File: src/tagmem_pkg.sv
/*
 * shared widths and encodings for the tagged memory subsystem
 * the address width is a module parameter and does not live here
 * service registers sit at fixed offsets below the all-ones word address
 */
package tagmem_pkg;

    localparam int DATA_W   = 64;           // memory word
    localparam int TAG_W    = 8;            // tag per word
    localparam int LEN_W    = 8;            // word count of one transaction
    localparam int LOCK_BIT = 55;           // semaphore bit set by atomic write

    // one memory word, read either as plain data or as a semaphore
    typedef union packed {
        logic [DATA_W-1:0] raw;
        struct packed {
            logic [DATA_W-LOCK_BIT-2:0] hi; // high byte
            logic                       lock;
            logic [LOCK_BIT-1:0]        lo; // low 55 bits
        } sem;
    } mem_word_t;

    // offsets below the top address
    localparam int SVC_SYNDROME = 0;        // hamming syndrome, reads zero
    localparam int SVC_LASTADDR = 1;        // start address of previous transaction
    localparam int SVC_ECCMODE  = 2;        // correction mode, reads zero

endpackage

File: src/bus_arbiter.sv
/*
 * two-peer round-robin arbiter for the shared memory bus
 * grant is held for a whole transaction, until the owner drops its request
 * a new grant rises one cycle after the bus is seen free
 * strobes of the peer without grant are forced to zero
 */
`timescale 1ns/10ps

module bus_arbiter
    import tagmem_pkg::*;
(
    input  logic              clk,
    input  logic              i_reset,
    input  logic              i_req0,
    output logic              o_gnt0,
    input  logic              i_astb0,
    input  logic              i_rd0,
    input  logic              i_wr0,
    input  logic              i_atomic0,
    input  logic [DATA_W-1:0] i_ad0,
    input  logic [TAG_W-1:0]  i_tag0,
    input  logic              i_req1,
    output logic              o_gnt1,
    input  logic              i_astb1,
    input  logic              i_rd1,
    input  logic              i_wr1,
    input  logic              i_atomic1,
    input  logic [DATA_W-1:0] i_ad1,
    input  logic [TAG_W-1:0]  i_tag1,
    output logic              o_astb,   // to the RAM
    output logic              o_rd,
    output logic              o_wr,
    output logic              o_atomic,
    output logic [DATA_W-1:0] o_ad,
    output logic [TAG_W-1:0]  o_tag
);

    logic [1:0] gnt;                    // owner, one-hot, zero when bus free
    logic       last;                   // last winner
    logic       pick;                   // next winner when bus is free
    logic       owner_req;              // owner still holds its request

    assign pick      = (i_req0 && i_req1) ? ~last : i_req1; // alternate on a tie
    assign owner_req = (gnt[0] && i_req0) || (gnt[1] && i_req1);

    always_ff @(posedge clk) begin
        if (i_reset) begin
            gnt  <= 2'b00;
            last <= 1'b1;               // port 0 wins the first tie
        end else if (|gnt) begin
            if (!owner_req)
                gnt <= 2'b00;           // transaction over, release
        end else if (i_req0 || i_req1) begin
            gnt  <= pick ? 2'b10 : 2'b01;
            last <= pick;
        end
    end

    assign o_gnt0 = gnt[0];
    assign o_gnt1 = gnt[1];

    // AND-OR mux, only the owner gets through
    assign o_astb   = (gnt[0] && i_astb0) || (gnt[1] && i_astb1);
    assign o_rd     = (gnt[0] && i_rd0) || (gnt[1] && i_rd1);
    assign o_wr     = (gnt[0] && i_wr0) || (gnt[1] && i_wr1);
    assign o_atomic = (gnt[0] && i_atomic0) || (gnt[1] && i_atomic1);
    assign o_ad     = ({DATA_W{gnt[0]}} & i_ad0) | ({DATA_W{gnt[1]}} & i_ad1);
    assign o_tag    = ({TAG_W{gnt[0]}} & i_tag0) | ({TAG_W{gnt[1]}} & i_tag1);

endmodule

File: config.mk
export PLATFORM = sky130hd
export DESIGN_NAME = bus_arbiter
export DESIGN_NICKNAME = d
export VERILOG_FILES = /design/src/tagmem_pkg.sv /design/src/bus_arbiter.sv
export SDC_FILE = /design/constraint.sdc
export NUM_CORES = 1
export LEC_CHECK = 0
export BUFFER_PORTS_ARGS = -buffer_cell sky130_fd_sc_hd__buf_4
export CORE_AREA = 2 2 89 91
export CTS_CLUSTER_SIZE = 25
export DETAILED_ROUTE_END_ITERATION = 12
export DIE_AREA = 0 0 91 93
export PLACE_DENSITY = 0.6
export REMOVE_ABC_BUFFERS = 1
export SYNTH_ARGS = -nofsm -noshare
export SYNTH_HDL_FRONTEND = slang
export SYNTH_SLANG_ARGS = --single-unit
File: constraint.sdc
create_clock -name clk -period 1 [get_ports clk]
set_clock_uncertainty 0.1 [all_clocks]
set_input_delay 0.1 -clock clk [delete_from_list [all_inputs] [get_ports clk]]
set_output_delay 0.1 -clock clk [all_outputs]
set_load 0.01 [all_outputs]
# Word-level counts from Yosys, hierarchy flattened
# Cells that the tools add are included.
[op_classes]
muxes = 5
eq_ne = 1
n_reduce_logical = 21
bitwise = 8
[ops]
columns = ["operator", "count"]
rows = [
  ["64-bit AND", 2],
  ["64-bit bitwise OR", 1],
  ["8-bit AND", 2],
  ["1-bit logical AND", 11],
  ["2-bit 2-to-1 mux", 4],
  ["8-bit bitwise OR", 1],
  ["1-bit logical OR", 6],
  ["2-bit AND reduction", 2],
  ["2-bit != test (second input constant)", 1],
  ["1-bit inverter", 2],
  ["2-bit nonzero test", 1],
  ["2-bit OR reduction", 1],
  ["1-bit 2-to-1 mux", 1],
]
[word_totals]
input_bits = 156
elab_cells = 37
register_bits = 3

# Longest topological paths before layout
[logic_depth]
depth_word = 5
depth_mapped = 5
depth_no_buf = 3

# Least setup slack after synthesis
# OpenSTA, ideal clock, no wires.
[synth_timing]
kind = "register to output"
start = "reg gnt[0]"
end = "out o_ad[50]"
path_stages_with_launch = 5
arrival_time_ns = 0.941
path_slack_ns = -0.141
cell_sequence = "dfxtp_1 > buf_6 > buf_6 > buf_6 > a22o_1"
[synth_between]
elab_chain_len = 2
[synth_rtl]
columns = ["element", "line_no", "text"]
rows = [
  ["start, declared", "bus_arbiter.sv:38", "logic [1:0] gnt;"],
  ["start signal, assigned", "bus_arbiter.sv:54", "gnt <= pick ? 2'b10 : 2'b01;"],
  ["64-bit AND", "bus_arbiter.sv:67", "assign o_ad = ({DATA_W{gnt[0]}} & i_ad0) | ({DATA_W{gnt[1]}} & i_ad1);"],
  ["64-bit bitwise OR", "bus_arbiter.sv:67", ""],
  ["end, declared", "bus_arbiter.sv:34", "output logic [DATA_W-1:0] o_ad,"],
]
# Every way passes these cells.

# Worst setup path after layout
[layout_timing]
start = "reg gnt[1]"
end = "out o_tag[6]"
[layout_between]
elab_chain_len = 2
[layout_rtl]
columns = ["element", "line_no", "text"]
rows = [
  ["8-bit AND", "bus_arbiter.sv:68", "assign o_tag = ({TAG_W{gnt[0]}} & i_tag0) | ({TAG_W{gnt[1]}} & i_tag1);"],
  ["8-bit bitwise OR", "bus_arbiter.sv:68", ""],
  ["end, declared", "bus_arbiter.sv:35", "output logic [TAG_W-1:0] o_tag"],
]
# Every way passes these cells.

==> summary.md <==
| Metric | Value |
|---|---|
| Register area share after synthesis | 6.53% |
| Final slew viol count | 0 |
| Core Region | 7530 um2 |
| Post-synthesis mux area share | 0% |
| Post-synth cell types | 11 |
| Peak supply drop | 603 uV |
| Initial core utilization | 12.2% |
| Vias in the first global route | 1849 |
| Vias per Instance | 4.37 |
| Data required, critical path | 800 ps |
| Post-synthesis xor/xnor area fraction | 0% |
| Hold crit path type | in2reg |
| Setup crit start kind | register |
| #FFs+latches synth | 3 |
| Hold Worst Slack | 93.4 ps |
| Global-route wire length before repair | 9.32 mm |
| Worst setup EP type | output pin |
| P&R area growth vs syn | 243% |
| # clock sinks | 3 |
| Clock Latency Late Sink | 210 ps |
| Core Util, Final | 41.9% |
| Period utilization | 133% |
| Clk root buf | clkbuf_8 |
| Gr ovfl total | 0 |
| DR WL/cell | 15.4 um |
| CP Data Arrival Time | 1130 ps |
| Leakage power | 1.63 nW |
| PortBufs | 233 |
| CTS tree | yes |
| Clk slew on worst S/H paths | 30 ps |
| H-tree Lvls | 1 |
| CTS Buffer Depth | 2 |
| Layout cell share with drive strength beyond 1 | 73.8% |
| # IOs | 234 |
| Final Instance Area | 3150 um2 |
| First DRT Iteration DRCs | 45 |
| GP Congestion | 0.712 |
| Total CTS buffers | 3 |
| Final nets | 493 |
| Fin crit period | 1330 ps |
| Crit path largest cell delay | 370 ps |
| Slowest-stage cell, CP | dfxtp_4 |
| GRT Util Overall | 13.1% |
| Kind of critical path | reg2out |
| DRT antenna net count | 0 |
| Max_cap viols | 0 |
| Adder-Cell Fraction of Synth Area | 0% |
| Critical path cell sequence | buf_12 > a22o_1 > buf_6 |
| DRT Pass-1 Iters | 6 |
| Final setup violating endpoints | 80 |
| Post-Synth Simple-Gate Area | 2.45% |
| Commonest non-fill, non-tap cell in the layout | buf_4 |
| Most frequent cells in the layout | buf_4 (158), a22o_1 (76), buf_6 (75) |
| Buf/Inv on CP | 2 |
| Crit path max-delay family | flip-flops |
| Mapped cell area | 920 um2 |
| Rel. slew slack | 88.7% |
| Final WL | 6.74 mm |
| Violated checks | negative setup slack |
| RSZ-0062 raised after global routing | true |
| N_diodes | 0 |
| Power per cell area | 724 nW/um2 |
| Setup ws final | -329 ps |
| Endpoints failing hold | 0 |
| Critical path peak fanout | 37 |
| Largest net degree at the start of global routing | 44 |
| Fmax achieved | 752 MHz |
| Syn Area/Cell | 8.36 um2 |
| Slew @ Worst Pin | 169 ps |
| Status | finished with violations |
| Syn Inst Count | 110 |
| Die Ht | 93 um |
| YS warnings | 0 |
| Initial antenna violation count | 0 |
| DR DRC count | 0 |
| Die Width | 91 um |
| Via count of the routed design | 1916 |
| Largest family of logic cells by synthesized area | compound AO/OA/AOI/OAI gates |
| Cell area after placement | 2770 um2 |
| Row cnt | 32 |
| Compound-gate portion of the synthesized area | 76.7% |
| Die ar. | 8460 um2 |
[sequential cells by signal, summed over array words and instances (netlist names)]
| register | cells |
|---|---|
| gnt | 2 |
| last | 1 |
[where the power goes]
part	switching, mW	internal [mW]
clock network	0.0753	0.271
logic	0.642	1.14
registers	0.0200	0.131
[timing repair]
| item | CTS | global route |
|---|---|---|
| hold buffers | 1 | 0 |
| resized for setup | 55 | 26 |
| setup endpoints to repair | 81 | 81 |
| buffers inserted | 0 | 0 |
| endpoints found under the hold margin | 1 | 0 |
| gates cloned | 0 | 1 |
[cell type report]
type | count | area (um2)
inverters | 1 | 3.75
multi-input cells | 88 | 744
clock buffers | 4 | 45.0
flip-flops and latches | 3 | 67.6
repair buffers | 240 | 2170
well taps | 102 | 128
fillers | 755 | 4370
[final timing paths]
| kind | cells past startpoint | endpoint | slack (ps) | startpoint |
|---|---|---|---|---|
| setup / recovery | 3 | o_tag[6] | -330 | gnt[1] |
| hold / removal | 3 | last | 90 | i_req1 |
| setup reg to reg | 4 | last | -90 | gnt[0] |
| hold reg to reg | 2 | last | 460 | last |
[per-layer routing]
metal	GRT usage, %	routed length [um]	vias to the layer above
met2	23.3	3520	107
met3	3.63	554	6
met4	1.89	57	0
met5	0	0	-
met1	16.2	2610	879
li1	-	-	924
[worst register-to-register path, delay by kind of cell, from the launching register on]
kind | cells | cell delay, ps
AO/OA/AOI/OAI | 1 | 60
AND/OR/NAND/NOR | 2 | 300
buffers and inverters | 1 | 160
flip-flops | 1 | 360
[stage by stage]
step | power (mW) | setup TNS, ps | setup WS, ps | std cells
6_report | 2.28 | -23290 | -329 | 438
5_1_grt | 2.41 | -25980 | -364 | 438
4_1_cts | 2.20 | -22820 | -315 | 437
3_5_place_dp | 1.69 | -5300 | -109 | 432
3_3_place_gp | 1.69 | -5090 | -116 | 432
2_1_floorplan | 0.683 | -94380 | -1290 | 92
[cell usage after synthesis]
library cell / count / area [um2]
a21oi_1: 5 / 25.0
a22o_1: 76 / 666
and3_1: 1 / 6.26
buf_2: 12 / 60.1
buf_6: 6 / 67.6
dfxtp_1: 3 / 60.1
inv_1: 1 / 3.75
nor2_1: 3 / 11.3
nor3_1: 1 / 5.00
o21a_1: 1 / 7.51
o21bai_1: 1 / 7.51
[cell families after synthesis]
| logic type | after synthesis |
|---|---|
| buffers and inverters | 19 |
| flip-flops | 3 |
| AO/OA/AOI/OAI | 83 |
| AND/OR/NAND/NOR | 5 |
No activity file was read; power rests on OpenSTA's default activity.
