`config.mk`:
```
export PLATFORM = sky130hd
export DESIGN_NAME = mem_port
export DESIGN_NICKNAME = d
export VERILOG_FILES = /design/src/tagmem_pkg.sv /design/src/mem_port.sv
export SDC_FILE = /design/constraint.sdc
export NUM_CORES = 1
export LEC_CHECK = 0
export BUFFER_PORTS_ARGS = -buffer_cell sky130_fd_sc_hd__buf_2
export CELL_PAD_IN_SITES_DETAIL_PLACEMENT = 1
export CELL_PAD_IN_SITES_GLOBAL_PLACEMENT = 1
export CORE_AREA = 2 2 129 131
export CTS_BUF_LIST = sky130_fd_sc_hd__clkbuf_2
export CTS_CLUSTER_DIAMETER = 40
export DETAILED_ROUTE_END_ITERATION = 6
export DIE_AREA = 0 0 131 133
export PLACE_DENSITY = 0.78
export SYNTH_ARGS = -nofsm -noshare
export SYNTH_HDL_FRONTEND = slang
export SYNTH_SLANG_ARGS = --single-unit
```
`constraint.sdc`:
```
create_clock -name clk -period 4.8 [get_ports clk]
set_clock_uncertainty 0.05 [all_clocks]
set_input_delay 0.72 -clock clk [delete_from_list [all_inputs] [get_ports clk]]
set_output_delay 0.72 -clock clk [all_outputs]
set_load 0.05 [all_outputs]
```
`src/tagmem_pkg.sv`:
```
/*
 * shared widths and encodings for the tagged memory subsystem
 * the address width is a module parameter and does not live here
 * service registers sit at fixed offsets below the all-ones word address
 */
package tagmem_pkg;

    localparam int DATA_W   = 64;           // memory word
    localparam int TAG_W    = 8;            // tag per word
    localparam int LEN_W    = 8;            // word count of one transaction
    localparam int LOCK_BIT = 55;           // semaphore bit set by atomic write

    // one memory word, read either as plain data or as a semaphore
    typedef union packed {
        logic [DATA_W-1:0] raw;
        struct packed {
            logic [DATA_W-LOCK_BIT-2:0] hi; // high byte
            logic                       lock;
            logic [LOCK_BIT-1:0]        lo; // low 55 bits
        } sem;
    } mem_word_t;

    // offsets below the top address
    localparam int SVC_SYNDROME = 0;        // hamming syndrome, reads zero
    localparam int SVC_LASTADDR = 1;        // start address of previous transaction
    localparam int SVC_ECCMODE  = 2;        // correction mode, reads zero

endpackage

```
`src/mem_port.sv`:
```
/*
 * requester peer: turns one command into astb/rd/wr strobes on the shared bus
 * a length of zero moves 256 words; atomic commands ignore the length
 * read words come with a one-cycle o_rvalid and cannot be held off
 * a write with no word offered stalls the bus while keeping the grant
 */
`timescale 1ns/10ps

module mem_port
    import tagmem_pkg::*;
#(
    parameter int ADDR_W = 20
) (
    input  logic              clk,
    input  logic              i_reset,
    input  logic              i_cmd_valid,
    output logic              o_cmd_ready,
    input  logic [ADDR_W-1:0] i_cmd_addr,
    input  logic [LEN_W-1:0]  i_cmd_len,
    input  logic              i_cmd_wr,
    input  logic              i_cmd_atomic,
    input  logic [DATA_W-1:0] i_wdata,
    input  logic [TAG_W-1:0]  i_wtag,
    input  logic              i_wvalid,
    output logic              o_wready,
    output logic [DATA_W-1:0] o_rdata,
    output logic [TAG_W-1:0]  o_rtag,
    output logic              o_rvalid,
    output logic              o_done,     // end of transaction
    input  logic              i_gnt,
    output logic              o_req,
    output logic              o_astb,
    output logic              o_rd,
    output logic              o_wr,
    output logic              o_atomic,
    output logic [DATA_W-1:0] o_ad,
    output logic [TAG_W-1:0]  o_tag,
    input  logic [DATA_W-1:0] i_bus_data, // RAM read data
    input  logic [TAG_W-1:0]  i_bus_tag
);

    localparam logic [2:0] S_IDLE   = 3'd0;
    localparam logic [2:0] S_WAIT   = 3'd1; // request up, no grant yet
    localparam logic [2:0] S_ADDR   = 3'd2;
    localparam logic [2:0] S_XFER   = 3'd3;
    localparam logic [2:0] S_AT_RD  = 3'd4;
    localparam logic [2:0] S_AT_CAP = 3'd5;
    localparam logic [2:0] S_AT_WR  = 3'd6;
    localparam logic [2:0] S_FINISH = 3'd7;

    logic [2:0]        state;
    logic [ADDR_W-1:0] addr_q;          // start address
    logic [LEN_W-1:0]  cnt;             // words left
    logic              wr_q;
    logic              atomic_q;
    logic              rd_d;            // read strobe one cycle back
    logic [DATA_W-1:0] old_data;        // word captured by atomic read
    logic [TAG_W-1:0]  old_tag;
    logic              step;            // one batch word moves this cycle

    assign o_cmd_ready = (state == S_IDLE);
    assign o_req       = (state != S_IDLE) && (state != S_FINISH);
    assign o_wready    = (state == S_XFER) && wr_q;
    assign o_done      = (state == S_FINISH);

    // strobes, only in states reached with grant
    assign o_astb   = (state == S_ADDR);
    assign o_rd     = ((state == S_XFER) && !wr_q) || (state == S_AT_RD);
    assign o_wr     = ((state == S_XFER) && wr_q && i_wvalid) || (state == S_AT_WR);
    assign o_atomic = (state == S_AT_RD) || (state == S_AT_WR);
    assign step     = (state == S_XFER) && (o_rd || o_wr);

    always_comb begin
        o_ad  = '0;
        o_tag = '0;
        case (state)
            S_ADDR: o_ad = DATA_W'(addr_q);
            S_XFER: begin
                if (wr_q) begin
                    o_ad  = i_wdata;    // write word straight through
                    o_tag = i_wtag;
                end
            end
            S_AT_WR: begin
                o_ad  = old_data;       // RAM sets the lock bit
                o_tag = old_tag;
            end
            default: ;
        endcase
    end

    // read words come back with the RAM's one-cycle latency
    assign o_rdata  = i_bus_data;
    assign o_rtag   = i_bus_tag;
    assign o_rvalid = rd_d;

    always_ff @(posedge clk) begin
        if (i_reset) begin
            state    <= S_IDLE;
            cnt      <= '0;
            wr_q     <= 1'b0;
            atomic_q <= 1'b0;
            rd_d     <= 1'b0;
        end else begin
            rd_d <= o_rd;
            case (state)
                S_IDLE: begin
                    if (i_cmd_valid) begin
                        cnt      <= i_cmd_len;
                        wr_q     <= i_cmd_wr;
                        atomic_q <= i_cmd_atomic;
                        state    <= S_WAIT;
                    end
                end
                S_WAIT:   if (i_gnt) state <= S_ADDR;
                S_ADDR:   state <= atomic_q ? S_AT_RD : S_XFER;
                S_XFER: begin
                    if (step) begin
                        cnt <= cnt - 1'b1;
                        if (cnt == LEN_W'(1))
                            state <= S_FINISH; // last word
                    end
                end
                S_AT_RD:  state <= S_AT_CAP;
                S_AT_CAP: state <= S_AT_WR;    // old word on the bus now
                S_AT_WR:  state <= S_FINISH;
                default:  state <= S_IDLE;     // finish, request already low
            endcase
        end
    end

    always_ff @(posedge clk) begin
        if (o_cmd_ready && i_cmd_valid)
            addr_q <= i_cmd_addr;
        if (state == S_AT_CAP) begin
            old_data <= i_bus_data;
            old_tag  <= i_bus_tag;
        end
    end

endmodule

```
== Word level (Yosys, flattened, before mapping) ==
Index checks and enable logic that the tools add are counted.
W data, S select, Z words.
Cells by class
  add/sub/neg operators: 1
  equal/unequal tests: 13
  muxes and demuxes: 13
  reduce and logical (&&, ||, !) cells: 17
Operator list (count)
  $pmux W64 S3: 1
  $mux W64: 1
  $pmux W8 S2: 2
  $mux W8: 3
  $pmux W3 S7: 1
  $mux W3: 5
  $eq A3 B3 Y1 const B: 4
  $eq A8 B1 Y1 const B: 1
  $sub A8 B1 Y8 const B: 1
  $eq A3 B2 Y1 const B: 2
  $logic_and A1 B1 Y1: 6
  $ne A2 B2 Y1 const B: 3
  $logic_or A1 B1 Y1: 4
  $reduce_and A4 Y1: 1
  $eq A3 B1 Y1 const B: 1
  $logic_not A3 Y1: 1
  $ne A3 B3 Y1 const B: 1
  $reduce_and A3 Y1: 1
  $reduce_bool A3 Y1: 1
  $ne A2 B1 Y1 const B: 1
  $reduce_and A2 Y1: 1
  $reduce_bool A2 Y1: 1
  $logic_not A1 Y1: 1
Word-level totals
  input port bits: 179
  output and inout port bits: 153
  logic and storage cells: 52
  register bits after elaboration: 106

== Depth between registers and ports, before layout ==
Gate-level depths: netlist of run 1.
  depth after elaboration: 8
  gate-level depth with buffers: 7
  gate-level depth less buffers: 6

== Worst setup path before layout of run 1 ==
OpenSTA, ideal clock, no wires.
  path type: reg-to-reg
  start point: register state[2]
  end point: register old_data[0] (enable)
  path buffers: 2
  arrival: 3870 ps
  clock period less this slack: 4422 ps
  cell stages (with the launch flop): 5
  data required time: 4248 ps
  library setup time: 502 ps
  path slack: 378 ps
  cells stage by stage: dfxtp_1 buf_2 clkbuf_1 nand2_1 nor2_1
On the way
  longest elaborated chain between the ends: 1
RTL lines
  from (decl): line mem_port.sv:51  | logic [2:0] state;
  from (signal assigned): line mem_port.sv:116  | S_ADDR: state <= atomic_q ? S_AT_RD : S_XFER;
  $eq A3 B3 Y1: line mem_port.sv:135  | if (state == S_AT_CAP) begin
  to (signal assigned): line mem_port.sv:136  | old_data <= i_bus_data;
  to (decl): line mem_port.sv:57  | logic [DATA_W-1:0] old_data;
No other way between the ends.
A chain may end at the register's enable or synchronous reset.

== Worst setup path in the final report of run 1 ==
  start point: register state[2]
  end point: output o_ad[3]
On the way
  longest elaborated chain between the ends: 2
  elaborated cells between the ends (all ways): 4
  classes of those cells: eq/ne (3); mux (1)
RTL lines
  $eq A3 B3 Y1 or $eq A3 B2 Y1 (tied branches): line mem_port.sv:76  | case (state)
  $pmux W64 S3 *: line mem_port.sv:76
  to (decl): line mem_port.sv:36  | output logic [DATA_W-1:0] o_ad,
Mark *: on every way between the ends. The rest lies on a longest branch, timed or not.

==> metrics.txt, run 1 <==
crit path launch type register; Final min period 3.95 ns; Leak Pwr 0.00308 uW; Die Ht 133 um; average size of a mapped cell 13.0 um2; total power 1820 uW; RePlAce Congestion 0.843; main flop type after synthesis edfxtp_1; met3 routed wirelength 971 um; CTS Hold Bufs 0; Crit Path Max Fanout 40; Final Cycle Share 82.2%; highest ir drop seen on vdd 0.000150 V; vias per cell 4.87; post-cts sizing count 0; most frequent cells in the layout 331 x buf_2, 92 x edfxtp_1, 52 x a22o_1; pins over their slew limit 0; setup TNS 0 ns; Post-Syn Nets 567; final hold vios 0; max-cap violations 0; YS warnings 0; Pwr Density 280 nW/um2; crit path DAT 3.18 ns; routed length per instance 19.0 um; I/O pin total 332; flip-flop and latch count after synthesis 106; drt initial violations 240; Remaining DRCs 0; Initial Utilization 31.1%; die area 17400 um2; slowest cell delay on critical path 0.89 ns; vias in the first global route 4550; CP required 4.03 ns; complex-gate fraction of the synthesized area 18.4%; worst-skew pair later-pin latency 0.60 ns; Tightest Pin Transition 1.04 ns; CTS tree yes; CTS max path bufs 2; largest net degree at the start of global routing 42; global-route wire length before repair 24500 um; total track usage 18.6%; Core Footprint 16200 um2; largest family of logic cells by synthesized area compound AO/OA/AOI/OAI gates; Post-synth EDFFs 92; sequential share of the synthesized area 60.5%; Die W 131 um; XOR/XNOR Fraction of Synth Area 0%; met2 wire len 8940 um; grt total ovfl 0; Final Cell Area 6500 um2; fmax 253 MHz; Synth Cell Area 5030 um2; nets 818; HP Class in2reg; Clk pin slew, worst setup/hold paths 0.31 ns; post-layout util 40.2%; DR vias 4201; DPL Wire Length 12800 um; post-synthesis mux area share 0.199%; commonest non-fill, non-tap cell in the layout buf_2; Setup crit end kind output port; Routed WL 16400 um; r2r setup slk 2.19 ns; H-tree levels 3; CTS sink cnt 106; placed inst area 6370 um2; final setup violation count 0; layout cell share with drive strength beyond 1 56.7%; Layout area overhead 29.2%; Synth Area in Simple Gates 5.00%; cells along the critical path nor2b_1, and2_2, buf_12, a222oi_1, inv_1, buf_2; Clock power frac 24.0%; slowest CP cell dfxtp_1; top routing layer in use met4; Setup Buffers After CTS 0; Netlist cell types 42; Gate Count Post-Synth 386; wire length on met1 6240 um; Internal 1260 uW; initial antenna violation count 1; Sw Pwr 566 uW; Combinational Power Share 18.8%; Pre-Repair DR Iteration Count 6; switching share of power 31.1%; RSZ-0062 raised after global routing false; Adder-Cell Fraction of Synth Area 0.498%; IO Port Bufs 331; row count 47; outcome complete, no violations; Root Buffer clkbuf_2; Setup CP Type reg2out; WHS 0.198 ns; Flop pwr share 57.3%; Slew HR 30.4%; share of flip-flops with an asynchronous set or reset 0%; cts bufs inserted 9; Routed Antenna Nets 0
critical path, delay by kind of cell (launching register included):
family	cells	cell delay, ns
AOI/OAI and AO/OA	1	0.11
buffers and inverters	3	0.64
and+or+nand+nor	2	0.89
DFF	1	0.89
final timing paths:
path | endpoint | depth (start not counted) | startpoint
max reg2reg | old_data[35] | 3 | state[2]
min | addr_q[3] | 1 | i_cmd_addr[3]
max | o_ad[3] | 6 | state[2]
min reg2reg | state[0] | 1 | atomic_q
cell families after synthesis:
group / Yosys count
buf+inv: 123
flops: 106
simple gates: 48
compound gates: 106
fa+ha+maj: 2
mux: 1
registers in the layout (all words and copies together) (netlist names):
| name | count |
|---|---|
| state | 3 |
| atomic_q | 1 |
| o_rvalid | 1 |
| old_data | 64 |
| addr_q | 20 |
| wr_q | 1 |
| old_tag | 8 |
| cnt | 8 |
final cells by class:
class | count | area (um2)
multi-input cells | 157 | 1230
clock inverters | 7 | 77.6
inverters | 26 | 97.6
well taps | 220 | 275
repair buffers | 337 | 1730
clock buffers | 9 | 45.0
fillers | 1870 | 9670
diodes | 1 | 2.50
flip-flops and latches | 106 | 3040
cells in the mapped netlist, types with 2 or more instances:
cell type,number,share of area (%)
o221a_2,2,0.45
clkbuf_1,3,0.22
dfxtp_1,14,5.6
inv_1,26,1.9
buf_6,2,0.45
edfxtp_1,92,55
o311ai_0,3,0.52
a211oi_1,3,0.45
a2111oi_0,2,0.35
a22oi_1,2,0.30
nor2b_1,3,0.37
nand2_1,6,0.45
a21oi_1,7,0.70
ha_1,2,0.50
a22o_1,52,9.1
nor2_1,17,1.3
a222oi_1,20,4.0
o31ai_1,5,0.75
nor3_1,9,0.90
buf_4,74,11
buf_2,18,1.8
and2_1,4,0.50
power by group through the flow:
stage	Combinational, uW	Clock, uW	Sequential [uW]
6_report	342	436	1040
5_1_grt	361	489	1050
4_1_cts	344	464	1040
3_5_place_dp	344	0	1060
3_3_place_gp	336	0	1060
2_1_floorplan	249	0	1050
stage by stage:
| step | setup slack, ns | instances |
|---|---|---|
| 2_1_floorplan | 0.378 | 386 |
| 5_1_grt | 0.562 | 863 |
| 4_1_cts | 0.763 | 862 |
| 3_3_place_gp | 1.67 | 846 |
| 6_report | 0.854 | 863 |
| 3_5_place_dp | 1.56 | 846 |
per-layer routing:
| metal | vias to the layer above | global-route usage (%) |
|---|---|---|
| met1 | 2080 | 21.4 |
| met4 | 0 | 6.15 |
| met2 | 188 | 33.4 |
| met3 | 22 | 4.41 |
| met5 | - | 0 |
| li1 | 1911 | - |
Power figures use the tool's default switching activity.
==> run 2, diff against run 1 <==
Clock period 4.8 ns to 4.1 ns, I/O delays scaled along.
==> run 2 against run 1 <==
Net effect: the flow now finishes with violations (DRC); non-clock buffer count grew 2; clock-buffer cell count is the same; die area is the same; power grew 23%; cell area grew 0.29%; register-to-register slack lost 0.78 ns; via count grew 0.45%; hold slack lost 0.11 ns; routed wire length grew 3.9%; first-iteration DRC count grew 5.8%; global-route usage grew 0.66 points; combinational power grew 18%; largest cell class unchanged; largest power group unchanged; highest routed layer is now met5.
==> metrics.txt, run 2 (synthesis gave the netlist of run 1 again) <==
Core Footprint 16200 um2 (unchanged); placed instance count 848 (+0.24%); CTS Hold Bufs 0 (unchanged); I/O pin total 332 (unchanged); max reg flops 64 (unchanged); nets 820 (+0.24%); post-cts sizing count 0 (unchanged); Slew HR 33.0% (+2.6 points); Root Buffer clkbuf_2; CTS max path bufs 2 (unchanged); routed length per instance 19.7 um (+3.8%); row count 47 (unchanged); Leak Pwr 0.00310 uW (+0.84%); Final Cycle Share 87.8%; IO Port Bufs 331 (unchanged); final hold vios 0 (unchanged); HP Class in2reg; largest net degree at the start of global routing 42 (unchanged); Setup CP Type reg2out; vias per cell 4.88 (+0.34%); crit path launch type register; slowest CP cell dfxtp_1; r2r setup slk 1.41 ns (-0.78 ns); Tightest Pin Transition 1.01 ns (-0.0358 ns); commonest non-fill, non-tap cell in the layout buf_2; die area 17400 um2 (unchanged); Post-Layout Cell Count 864 (+0.12%); failing checks DRC; Pwr Density 342 nW/um2 (+22%); vias in the first global route 4501 (-1.1%); slowest cell delay on critical path 0.85 ns (-0.04 ns); Crit Path Max Fanout 33 (-18%); Final min period 3.60 ns; Worst R2R End addr_q[8]; cells along the critical path nand3b_2, nor2_4, buf_4, a222oi_1, inv_1, buf_2; layout cell share with drive strength beyond 1 56.9% (+0.16 points); drt initial violations 254 (+5.8%); CP required 3.43 ns (-0.60 ns); cts bufs inserted 9 (unchanged); H-tree levels 3 (unchanged); global-route wire length before repair 25300 um (+3.2%); Clk pin slew, worst setup/hold paths 0.31 ns (about the same); RSZ-0062 raised after global routing false; crit path to o_ad[1]; CTS tree yes; CTS sink cnt 106 (unchanged); worst r2r src state[2]; Pre-Repair DR Iteration Count 7 (+1); Die W 131 um (unchanged); Most flops, register old_data; WP buf/inv 3 (unchanged); Initial Utilization 31.1% (unchanged); outcome complete, but fails checks; DPL Wire Length 13100 um (+2.9%); fmax 278 MHz; Remaining DRCs 2 (+2); Setup crit end kind output port; DR vias 4220 (+0.45%); pins over their slew limit 0 (unchanged); Setup Buffers After CTS 0 (unchanged); Crit. Startpoint state[2]; placed inst area 6360 um2 (-0.16%); total track usage 19.2% (+0.66 points); max-cap violations 0 (unchanged); Die Ht 133 um (unchanged); stages on the worst setup path 6 (unchanged); Largest regs old_data: 64 flops, addr_q: 20 flops; crit path DAT 2.93 ns (-0.25 ns); grt total ovfl 0 (unchanged); final setup violation count 0 (unchanged); RePlAce Congestion 0.846 (+0.34%); worst reg2reg path depth 3 (unchanged); Final Cell Area 6520 um2 (+0.29%); initial antenna violation count 4 (+3); most frequent cells in the layout 331 x buf_2, 92 x edfxtp_1, 52 x a22o_1; worst-skew pair later-pin latency 0.60 ns (about the same); Routed Antenna Nets 0 (unchanged); setup TNS 0 ns (unchanged); crit-path leading delay family flip-flops; total power 2230 uW (+23%); Routed WL 17100 um (+3.9%); highest ir drop seen on vdd 0.000134 V (-11%); Layout area overhead 29.6%
## run 2: how the worst min path moves through the flow
stage,slack [ns],endpoint,from,cells past startpoint
3_3_place_gp,0.45,cnt[6],cnt[6],2
2_1_floorplan,0.40,state[0],atomic_q,1
5_1_grt,0.02,addr_q[4],i_cmd_addr[4],1
3_5_place_dp,0.47,cnt[6],cnt[6],2
6_report,0.09,addr_q[6],i_cmd_addr[6],1
4_1_cts,0.03,addr_q[6],i_cmd_addr[6],1
## run 2: layout make-up
type                    count  area [um2]
fillers                  1856        9650
flip-flops and latches    106        3040
repair buffers            339        1720
multi-input cells         157        1230
well taps                 220         275
clock inverters             5         104
inverters                  26        97.6
clock buffers               9        45.0
diodes                      2        5.00
## run 2: power by group
part	total (uW)	switching [uW]	internal [uW]	leakage (uW)
sequential	1220	22.0	1200	0.000952
clock	608	351	257	0.0000882
combinational	402	279	123	0.00206
total	2230	652	1580	0.00310
## run 2: routing by layer
| layer | global-route usage [%] | vias up | wire, um |
|---|---|---|---|
| met3 | 3.92 | 18 | 1130 |
| met1 | 23.9 | 2079 | 6770 |
| li1 | - | 1915 | - |
| met4 | 5.91 | 2 | 263 |
| met2 | 33.3 | 206 | 8870 |
| met5 | 0 | - | 13 |
## run 2: through the flow
stage / hold WS, ns / utilization, % / worst slack [ns]
after floorplan: 0.399 / - / 0.872
after global placement: 0.449 / 39.4 / 1.26
after detailed placement: 0.470 / 39.4 / 1.19
after CTS: 0.0301 / 40.3 / 0.440
after global routing: 0.0208 / 40.3 / 0.204
final: 0.0892 / 40.3 / 0.502
## run 2: worst reg2reg max path: cells and delay by family (launching register included)
| kind | cells | cell delay, ns |
|---|---|---|
| buf+inv | 1 | 0.32 |
| flops | 1 | 0.60 |
| simple gates | 2 | 1.45 |
